**config.mk**
```make
export PLATFORM = sky130hd
export DESIGN_NAME = dram_init_top
export DESIGN_NICKNAME = d
export VERILOG_FILES = /design/src/hdl/dram_pkg.sv /design/src/hdl/dram_cmd_pkg.sv /design/src/hdl/socetlib_counter.sv /design/src/hdl/init_state.sv /design/src/hdl/init_cmd_gen.sv /design/src/hdl/dram_init_top.sv
export SDC_FILE = /design/constraint.sdc
export NUM_CORES = 1
export LEC_CHECK = 0
export BUFFER_PORTS_ARGS = -buffer_cell sky130_fd_sc_hd__buf_2
export CAP_MARGIN = 20
export CORE_ASPECT_RATIO = 0.9
export CORE_MARGIN = 2
export CORE_UTILIZATION = 59
export CTS_CLUSTER_DIAMETER = 50
export DETAILED_ROUTE_END_ITERATION = 12
export PLACE_DENSITY = 0.84
export SLEW_MARGIN = 20
export SYNTH_ARGS = -nofsm -noshare
export SYNTH_HDL_FRONTEND = slang
export SYNTH_SLANG_ARGS = --single-unit
```
**constraint.sdc**
```tcl
create_clock -name CLK -period 3 [get_ports CLK]
set_input_delay 0 -clock CLK [delete_from_list [all_inputs] [get_ports CLK]]
set_output_delay 0 -clock CLK [all_outputs]
set_load 0.03 [all_outputs]
```
**src/hdl/dram_pkg.sv**
```systemverilog
`default_nettype none

package dram_pkg;

    // **************************************************
    // initialization states
    // **************************************************
    // the order follows the DDR4 power-up flow, so later states compare higher.
    typedef enum logic [3:0] {
        POWER_UP,
        PRE_RESET,
        RESET,
        NOP,
        LOAD_MODE_DLL,
        LOAD_BG0_REG3,
        LOAD_BG1_REG6,
        LOAD_BG1_REG5,
        LOAD_BG1_REG4,
        LOAD_BG0_REG2,
        LOAD_BG0_REG1,
        LOAD_BG0_REG0,
        ZQ_CL,
        IDLE
    } dram_state_t;

    // **************************************************
    // phase timing in controller clock cycles
    // **************************************************
    localparam int TIMER_BITS = 12;

    // the counts are scaled down from the JEDEC values to keep simulation short.
    localparam logic [TIMER_BITS-1:0] tPWUP    = 12'd16; // power-up and reset hold.
    localparam logic [TIMER_BITS-1:0] tPDc     = 12'd4;  // cke low before exit.
    localparam logic [TIMER_BITS-1:0] tXPR     = 12'd12; // reset exit to first MRS.
    localparam logic [TIMER_BITS-1:0] tDLLKc   = 12'd24; // DLL lock time.
    localparam logic [TIMER_BITS-1:0] tMOD     = 12'd6;  // MRS to next command.
    localparam logic [TIMER_BITS-1:0] tZQinitc = 12'd32; // initial ZQ calibration.

endpackage

`default_nettype wire

```
**src/hdl/dram_cmd_pkg.sv**
```systemverilog
`default_nettype none

package dram_cmd_pkg;

    // **************************************************
    // command bus encoding
    // **************************************************
    typedef enum logic [2:0] {
        CMD_DES  = 3'd0, // deselect, cs_n high.
        CMD_NOP  = 3'd1,
        CMD_MRS  = 3'd2,
        CMD_ZQCL = 3'd3
    } dram_cmd_op_t;

    // pin bundle as driven toward the PHY.
    typedef struct packed {
        logic         reset_n;
        logic         cke;
        dram_cmd_op_t op;
        logic [1:0]   bg;
        logic [1:0]   ba;
        logic [17:0]  addr;
    } dram_cmd_t;

    // **************************************************
    // mode register contents
    // **************************************************
    localparam logic [17:0] MR0_VAL = 18'h00A50; // burst length, CL and write recovery.
    localparam logic [17:0] MR1_VAL = 18'h00300; // drive strength and RTT_NOM.
    localparam logic [17:0] MR2_VAL = 18'h00018; // CWL.
    localparam logic [17:0] MR3_VAL = 18'h00400;
    localparam logic [17:0] MR4_VAL = 18'h00800;
    localparam logic [17:0] MR5_VAL = 18'h00420;
    localparam logic [17:0] MR6_VAL = 18'h00C10; // tCCD_L and VrefDQ.

    localparam logic [17:0] MR1_DLL_EN = 18'h00001; // A0 enables the DLL.
    localparam logic [17:0] ZQCL_ADDR  = 18'h00400; // A10 high selects the long calibration.

    // pin values held while the device is in reset.
    localparam dram_cmd_t PINS_RESET = '{
        reset_n: 1'b0,
        cke:     1'b0,
        op:      CMD_DES,
        bg:      2'd0,
        ba:      2'd0,
        addr:    18'd0
    };

endpackage

`default_nettype wire

```
**src/hdl/socetlib_counter.sv**
```systemverilog
`timescale 1ns/1ns
`default_nettype none

module socetlib_counter #(
    parameter int NBITS = 4
) (
    input  logic             CLK,
    input  logic             nRST,
    input  logic             clear,
    input  logic             count_enable,
    input  logic [NBITS-1:0] overflow_val,
    output logic [NBITS-1:0] count_out,
    output logic             overflow_flag
);

    always_ff @(posedge CLK, negedge nRST) begin
        if (!nRST) begin
            count_out <= '0;
        end else if (clear) begin
            count_out <= '0; // clear wins over the enable.
        end else if (count_enable) begin
            count_out <= count_out + 1'b1;
        end
    end

    // the flag stays quiet while the counter is idle.
    assign overflow_flag = count_enable && (count_out == overflow_val);

endmodule

`default_nettype wire

```
**src/hdl/init_state.sv**
```systemverilog
`timescale 1ns/1ns
`default_nettype none

module init_state (
    input  logic                 CLK,
    input  logic                 nRST,
    input  logic                 init,
    output dram_pkg::dram_state_t state,
    output logic                 init_valid
);

    dram_pkg::dram_state_t state_n;

    logic [dram_pkg::TIMER_BITS-1:0] timer_value;
    logic timer_clear;
    logic timer_en, timer_en_n;
    logic timer_flag;
    logic init_valid_n;

    socetlib_counter #(.NBITS(dram_pkg::TIMER_BITS)) u_timer (
        .CLK          (CLK),
        .nRST         (nRST),
        .clear        (timer_clear),
        .count_enable (timer_en),
        .overflow_val (timer_value),
        .count_out    (),
        .overflow_flag(timer_flag)
    );

    always_ff @(posedge CLK, negedge nRST) begin
        if (!nRST) begin
            state      <= dram_pkg::POWER_UP;
            timer_en   <= 1'b0;
            init_valid <= 1'b0;
        end else begin
            state      <= state_n;
            timer_en   <= timer_en_n;
            init_valid <= init_valid_n;
        end
    end

    // **************************************************
    // phase length of the current state
    // **************************************************
    always_comb begin
        timer_value = '0;
        case (state)
            dram_pkg::POWER_UP,
            dram_pkg::PRE_RESET,
            dram_pkg::RESET:         timer_value = dram_pkg::tPWUP;
            dram_pkg::NOP:           timer_value = dram_pkg::tPDc + dram_pkg::tXPR;
            dram_pkg::LOAD_MODE_DLL: timer_value = dram_pkg::tDLLKc;
            dram_pkg::LOAD_BG0_REG3,
            dram_pkg::LOAD_BG1_REG6,
            dram_pkg::LOAD_BG1_REG5,
            dram_pkg::LOAD_BG1_REG4,
            dram_pkg::LOAD_BG0_REG2,
            dram_pkg::LOAD_BG0_REG1,
            dram_pkg::LOAD_BG0_REG0: timer_value = dram_pkg::tMOD;
            dram_pkg::ZQ_CL:         timer_value = dram_pkg::tZQinitc;
            default:                 timer_value = '0; // IDLE never times anything.
        endcase
    end

    // **************************************************
    // phase sequencing
    // **************************************************
    always_comb begin
        state_n      = state;
        timer_clear  = 1'b0;
        timer_en_n   = timer_en;
        init_valid_n = init_valid;

        // only the first strobe matters, later ones find the enable already set.
        if (state == dram_pkg::POWER_UP && init) begin
            timer_en_n = 1'b1;
        end

        if (timer_flag) begin
            timer_clear = 1'b1; // every phase starts from a zero count.
            case (state)
                dram_pkg::POWER_UP:      state_n = dram_pkg::PRE_RESET;
                dram_pkg::PRE_RESET:     state_n = dram_pkg::RESET;
                dram_pkg::RESET:         state_n = dram_pkg::NOP;
                dram_pkg::NOP:           state_n = dram_pkg::LOAD_MODE_DLL;
                dram_pkg::LOAD_MODE_DLL: state_n = dram_pkg::LOAD_BG0_REG3;
                dram_pkg::LOAD_BG0_REG3: state_n = dram_pkg::LOAD_BG1_REG6;
                dram_pkg::LOAD_BG1_REG6: state_n = dram_pkg::LOAD_BG1_REG5;
                dram_pkg::LOAD_BG1_REG5: state_n = dram_pkg::LOAD_BG1_REG4;
                dram_pkg::LOAD_BG1_REG4: state_n = dram_pkg::LOAD_BG0_REG2;
                dram_pkg::LOAD_BG0_REG2: state_n = dram_pkg::LOAD_BG0_REG1;
                dram_pkg::LOAD_BG0_REG1: state_n = dram_pkg::LOAD_BG0_REG0;
                dram_pkg::LOAD_BG0_REG0: state_n = dram_pkg::ZQ_CL;
                dram_pkg::ZQ_CL: begin
                    state_n      = dram_pkg::IDLE;
                    timer_en_n   = 1'b0;
                    init_valid_n = 1'b1;
                end
                default:                 state_n = state;
            endcase
        end
    end

endmodule

`default_nettype wire

```
**src/hdl/init_cmd_gen.sv**
```systemverilog
`timescale 1ns/1ns
`default_nettype none

module init_cmd_gen (
    input  logic                      CLK,
    input  logic                      nRST,
    input  dram_pkg::dram_state_t     state,
    output dram_cmd_pkg::dram_cmd_t   ddr_cmd
);

    dram_pkg::dram_state_t   state_q;
    dram_cmd_pkg::dram_cmd_t cmd_n;
    logic                    entry;

    always_ff @(posedge CLK, negedge nRST) begin
        if (!nRST) begin
            state_q <= dram_pkg::POWER_UP;
            ddr_cmd <= dram_cmd_pkg::PINS_RESET;
        end else begin
            state_q <= state;
            ddr_cmd <= cmd_n;
        end
    end

    assign entry = (state != state_q); // first cycle of a new phase.

    // **************************************************
    // state to pin decode
    // **************************************************
    always_comb begin
        cmd_n         = dram_cmd_pkg::PINS_RESET;
        cmd_n.reset_n = !(state inside {dram_pkg::POWER_UP, dram_pkg::PRE_RESET});
        cmd_n.cke     = !(state inside {dram_pkg::POWER_UP, dram_pkg::PRE_RESET,
                                        dram_pkg::RESET});

        // commands last one cycle, DES fills the rest of each phase.
        if (entry) begin
            case (state)
                dram_pkg::NOP: cmd_n.op = dram_cmd_pkg::CMD_NOP;
                dram_pkg::LOAD_MODE_DLL: begin
                    cmd_n.op   = dram_cmd_pkg::CMD_MRS;
                    cmd_n.ba   = 2'd1;
                    cmd_n.addr = dram_cmd_pkg::MR1_VAL | dram_cmd_pkg::MR1_DLL_EN;
                end
                dram_pkg::LOAD_BG0_REG3: begin
                    cmd_n.op   = dram_cmd_pkg::CMD_MRS;
                    cmd_n.ba   = 2'd3;
                    cmd_n.addr = dram_cmd_pkg::MR3_VAL;
                end
                dram_pkg::LOAD_BG1_REG6: begin
                    cmd_n.op   = dram_cmd_pkg::CMD_MRS;
                    cmd_n.bg   = 2'd1; // MR4 to MR6 sit behind bank group 1.
                    cmd_n.ba   = 2'd2;
                    cmd_n.addr = dram_cmd_pkg::MR6_VAL;
                end
                dram_pkg::LOAD_BG1_REG5: begin
                    cmd_n.op   = dram_cmd_pkg::CMD_MRS;
                    cmd_n.bg   = 2'd1;
                    cmd_n.ba   = 2'd1;
                    cmd_n.addr = dram_cmd_pkg::MR5_VAL;
                end
                dram_pkg::LOAD_BG1_REG4: begin
                    cmd_n.op   = dram_cmd_pkg::CMD_MRS;
                    cmd_n.bg   = 2'd1;
                    cmd_n.addr = dram_cmd_pkg::MR4_VAL;
                end
                dram_pkg::LOAD_BG0_REG2: begin
                    cmd_n.op   = dram_cmd_pkg::CMD_MRS;
                    cmd_n.ba   = 2'd2;
                    cmd_n.addr = dram_cmd_pkg::MR2_VAL;
                end
                dram_pkg::LOAD_BG0_REG1: begin
                    cmd_n.op   = dram_cmd_pkg::CMD_MRS;
                    cmd_n.ba   = 2'd1;
                    cmd_n.addr = dram_cmd_pkg::MR1_VAL;
                end
                dram_pkg::LOAD_BG0_REG0: begin
                    cmd_n.op   = dram_cmd_pkg::CMD_MRS;
                    cmd_n.addr = dram_cmd_pkg::MR0_VAL;
                end
                dram_pkg::ZQ_CL: begin
                    cmd_n.op   = dram_cmd_pkg::CMD_ZQCL;
                    cmd_n.addr = dram_cmd_pkg::ZQCL_ADDR;
                end
                default: cmd_n.op = dram_cmd_pkg::CMD_DES;
            endcase
        end
    end

endmodule

`default_nettype wire

```
**src/hdl/dram_init_top.sv**
```systemverilog
`timescale 1ns/1ns
`default_nettype none

module dram_init_top (
    input  logic                    CLK,
    input  logic                    nRST,
    input  logic                    init,
    output dram_cmd_pkg::dram_cmd_t ddr_cmd,
    output logic                    init_valid,
    output dram_pkg::dram_state_t   init_state
);

    // sequencer with its phase timer.
    init_state u_init_state (
        .CLK       (CLK),
        .nRST      (nRST),
        .init      (init),
        .state     (init_state),
        .init_valid(init_valid)
    );

    // pins follow the state one cycle later.
    init_cmd_gen u_init_cmd_gen (
        .CLK    (CLK),
        .nRST   (nRST),
        .state  (init_state),
        .ddr_cmd(ddr_cmd)
    );

endmodule

`default_nettype wire

```
==> impl_summary.md <==
Detailed routing
For this block, the routed nets add up to between 3 and 4 mm of wire. For this block, the initial DRC count from the detailed router was slightly below 60. The average wire per standard cell is ~14 um. Using the TritonRoute via totals, the vias-per-cell ratio works out to roughly 5.3.

The via count is ~1.3k. The DRC violation count after routing is 0. The count of antenna-violating nets left after detailed routing is 0. The first TritonRoute pass finished after 4 iterations.

Logic synthesis
Of the post-synthesis cell area, the dominant cell type holds around half. The average instance in the mapped netlist occupies 10.7 um2. The post-synthesis sequential area ratio is around 50%. The synthesis warning total is 0. The top cell type by total area after synthesis is sky130_fd_sc_hd__dfrtp_1.

The number of storage elements in the synthesis netlist is 38. Yosys attributes the largest share of cell area to sky130_fd_sc_hd__dfrtp_1 (50%), sky130_fd_sc_hd__buf_4 (4.7%), sky130_fd_sc_hd__xor2_1 (4.6%). The number of distinct library cells after synthesis is 44. In this run the cell area of the synthesized design comes to about 1900 um2.

In the synthesized netlist, the number of instances is 179.

STA
Setup repair after global routing left no endpoint under its margin. For the final routed database, the setup TNS stands at 0 ps. The final-report hold violation count is 0.

The final setup violation count is 0. The worst setup skew after layout is 10.4 ps. The worst path in the final design needs a cycle of around 2200 ps, including I/O delays and setup. The share of the cycle needed by the critical path after routing is 73.1%. For the pin with the worst max-slew slack, the measured transition is ~800 ps. The max-slew violation count is 0. The upper clock frequency limit is roughly 460 MHz. The headroom to the max-slew limit is around 45%.

Critical path
The kind of critical path is reg2reg. The number of cell instances on the worst register-to-register path is 5. The arrival time at the worst endpoint is ~2400 ps. The kind of end point of the critical path is a flop. The data required time of the critical path is 3220 ps.

Of all nets on the critical path, the largest fanout is 20. The startpoint class of the critical path is a flop. The register-to-register setup slack is just over 800 ps.

Global route
The total overflow left after global routing is 0. The global-route usage over all layers is a little over a fifth. The number of global-route vias before repair is around 1.2k. The number of antenna violations at the first check in global routing is 0. The first global-routing pass estimated just under 6 mm of wire. The maximum number of pins on one net before global-route repair is 39.

Die
For this design the top-level I/O count stands at 35. The floorplan step defined a die boundary enclosing roughly 3700 um2. The area inside the core boundary is roughly 3000 um2. Once the floorplan was initialized, standard cells occupied between 60% and 70% of the core. The die height is between 50 and 60 um.

The die is about 64 um wide. After floorplanning, the core was divided into 19 placement rows.

Place
Routability-driven placement finished with a final weighted congestion of roughly 0.87. The port buffer count is 23. The detailed placement HPWL is 2.35 mm.

Status
The run finished with clean final reports.

Clock tree
The CTS tree is built. The clock transition time at the flip-flop clock pins of the worst setup and hold paths is ~110 ps. Clock tree synthesis inserted a total of 5 buffers. The H-tree was split into 2 levels.

Clock latency on the worst-skew pair, taken at its later pin, is 340 ps. The deepest clock path buffer count is 2. CTS saw 38 sinks. The tree is rooted in a sky130_fd_sc_hd__clkbuf_4.

Flow run
The tool flagged a number of max-cap violations equal to 0.

Finish
The layout cell share with drive strength beyond 1 is a little under a fifth. 0 antenna diodes ended up in the layout. The post-synthesis to final-layout area growth is 7.28%. The net count of the finished layout is 211.

Hold path
The kind of path behind the tightest hold check is in2async.

Power and ir drop
Summed over all cells, the static leakage comes to 1.06 nW. The total power is 0.00164 W. The peak ir drop on the vdd network is about 450 uV. The power density over the cells is roughly 800 nW/um2.
state kept, by name, indices dropped and copies added (netlist names):
signal / cells
u_init_cmd_gen.state_q: 4
u_init_state.timer_en: 1
u_init_cmd_gen.ddr_cmd: 16
u_init_state.u_timer.count_out: 12
u_init_state.init_valid: 1
u_init_state.state: 4
kinds of logic (layout without fill, tap and decap cells):
logic type	Yosys count	after routing	synth area share, %
adders and majority gates	6	6	3.94
AOI/OAI and AO/OA	27	27	9.05
DFF	38	38	49.9
muxes	5	5	2.76
xor gates and xnor gates	16	16	7.35
and+or+nand+nor	60	60	18.4
buffers and inverters	26	39	8.46
other	1	11	0.197
power breakdown:
group          internal, W  switching, W  leakage, nW
Combinational     0.000239      0.000392        0.527
Sequential        0.000608      0.000165        0.508
Clock            0.0000884      0.000152       0.0254
Total             0.000935      0.000709         1.06
synth_stat cells:
master / number
sky130_fd_sc_hd__nor2_2: 2
sky130_fd_sc_hd__nor4b_2: 1
sky130_fd_sc_hd__buf_4: 12
sky130_fd_sc_hd__o2111ai_2: 1
sky130_fd_sc_hd__buf_2: 2
sky130_fd_sc_hd__xor2_1: 10
sky130_fd_sc_hd__a21oi_1: 10
sky130_fd_sc_hd__nand3_1: 1
sky130_fd_sc_hd__nor3_1: 3
sky130_fd_sc_hd__o21ai_1: 1
sky130_fd_sc_hd__a211oi_1: 2
sky130_fd_sc_hd__nand4_1: 2
sky130_fd_sc_hd__o221ai_1: 1
sky130_fd_sc_hd__a22oi_1: 1
sky130_fd_sc_hd__nor4_2: 2
sky130_fd_sc_hd__a31oi_1: 1
sky130_fd_sc_hd__o41a_1: 1
sky130_fd_sc_hd__o21bai_1: 1
sky130_fd_sc_hd__nor2_1: 13
sky130_fd_sc_hd__nor2b_1: 1
sky130_fd_sc_hd__mux2_1: 2
sky130_fd_sc_hd__o22ai_1: 1
sky130_fd_sc_hd__clkbuf_1: 3
sky130_fd_sc_hd__o21ai_0: 5
sky130_fd_sc_hd__mux2i_1: 3
sky130_fd_sc_hd__nor4_1: 1
sky130_fd_sc_hd__nor3b_1: 1
sky130_fd_sc_hd__inv_1: 6
sky130_fd_sc_hd__nand2_1: 16
sky130_fd_sc_hd__and2_1: 2
sky130_fd_sc_hd__ha_1: 6
sky130_fd_sc_hd__nor4bb_4: 1
sky130_fd_sc_hd__conb_1: 1
sky130_fd_sc_hd__and3_1: 6
sky130_fd_sc_hd__buf_6: 2
sky130_fd_sc_hd__xnor2_1: 6
sky130_fd_sc_hd__and3_2: 1
sky130_fd_sc_hd__nand2b_1: 3
sky130_fd_sc_hd__nand3b_1: 2
sky130_fd_sc_hd__and4b_1: 1
sky130_fd_sc_hd__clkbuf_2: 1
sky130_fd_sc_hd__dfrtp_1: 38
sky130_fd_sc_hd__nor3_2: 1
sky130_fd_sc_hd__a21o_1: 2
path summary, 6_finish.rpt:
| check | from | to |
|---|---|---|
| setup / recovery | u_init_state.state[0] | u_init_state.state[2] |
| hold / removal | nRST | u_init_state.u_timer.count_out[4] |
| setup reg to reg | u_init_state.state[0] | u_init_state.state[2] |
| hold reg to reg | u_init_state.init_valid | u_init_state.init_valid |
| max in group asynchronous | nRST | u_init_cmd_gen.ddr_cmd[10] |
| min in group CLK | u_init_state.init_valid | u_init_state.init_valid |
what timing repair did:
item	4_1_cts	5_1_grt
hold endpoints to repair	39	0
setup buffers	0	0
gates resized for setup	0	0
hold buffers	2	0
cell usage in the layout (no fill, tap or decap), types with 3 or more instances in the layout:
cell type,n
sky130_fd_sc_hd__dfrtp_1,38
sky130_fd_sc_hd__inv_1,6
sky130_fd_sc_hd__a21oi_1,10
sky130_fd_sc_hd__xor2_1,10
sky130_fd_sc_hd__mux2i_1,3
sky130_fd_sc_hd__nand2b_1,3
sky130_fd_sc_hd__conb_1,11
sky130_fd_sc_hd__o21ai_0,5
sky130_fd_sc_hd__and3_1,6
sky130_fd_sc_hd__clkbuf_4,5
sky130_fd_sc_hd__nor3_1,3
sky130_fd_sc_hd__buf_2,23
sky130_fd_sc_hd__xnor2_1,6
sky130_fd_sc_hd__nor2_1,13
sky130_fd_sc_hd__nand2_1,16
sky130_fd_sc_hd__ha_1,6
worst max-delay path, cell delays in order (launching register included):
cell and delay (ps):
sky130_fd_sc_hd__dfrtp_1 640, sky130_fd_sc_hd__nor4bb_4 390, sky130_fd_sc_hd__xnor2_1 170, sky130_fd_sc_hd__o2111ai_2 200, sky130_fd_sc_hd__nor3_2 300, sky130_fd_sc_hd__mux2_1 350
layer usage:
layer	wire (um)	up-vias	global-route usage (%)	part of all wire [%]
li1	-	623	-	-
met1	1450	624	28.4	44
met2	1580	48	31.3	48
met3	205	7	5.63	6.2
met4	63	0	10.6	1.9
met5	0	-	0	0
through the flow:
step | util, % | setup WS, ps | instance area (um2) | hold WS, ps | cells
after CTS | 66.7 | 794 | 2050 | 296 | 244
after global routing | 66.7 | 667 | 2050 | 361 | 244
after floorplan | - | 909 | 1940 | -296 | 189
final | 66.7 | 808 | 2050 | 282 | 244
after global placement | 64.6 | 951 | 1980 | 120 | 235
after detailed placement | 64.6 | 811 | 1980 | 137 | 235
area by class of cell:
cell class	instances	area (um2)
clock buffers	7	45.0
flip-flops and latches	38	951
repair buffers	26	143
multi-input cells	125	832
well taps	42	52.6
inverters	6	22.5
fillers	243	1020
(Power assumes the default switching activity.)
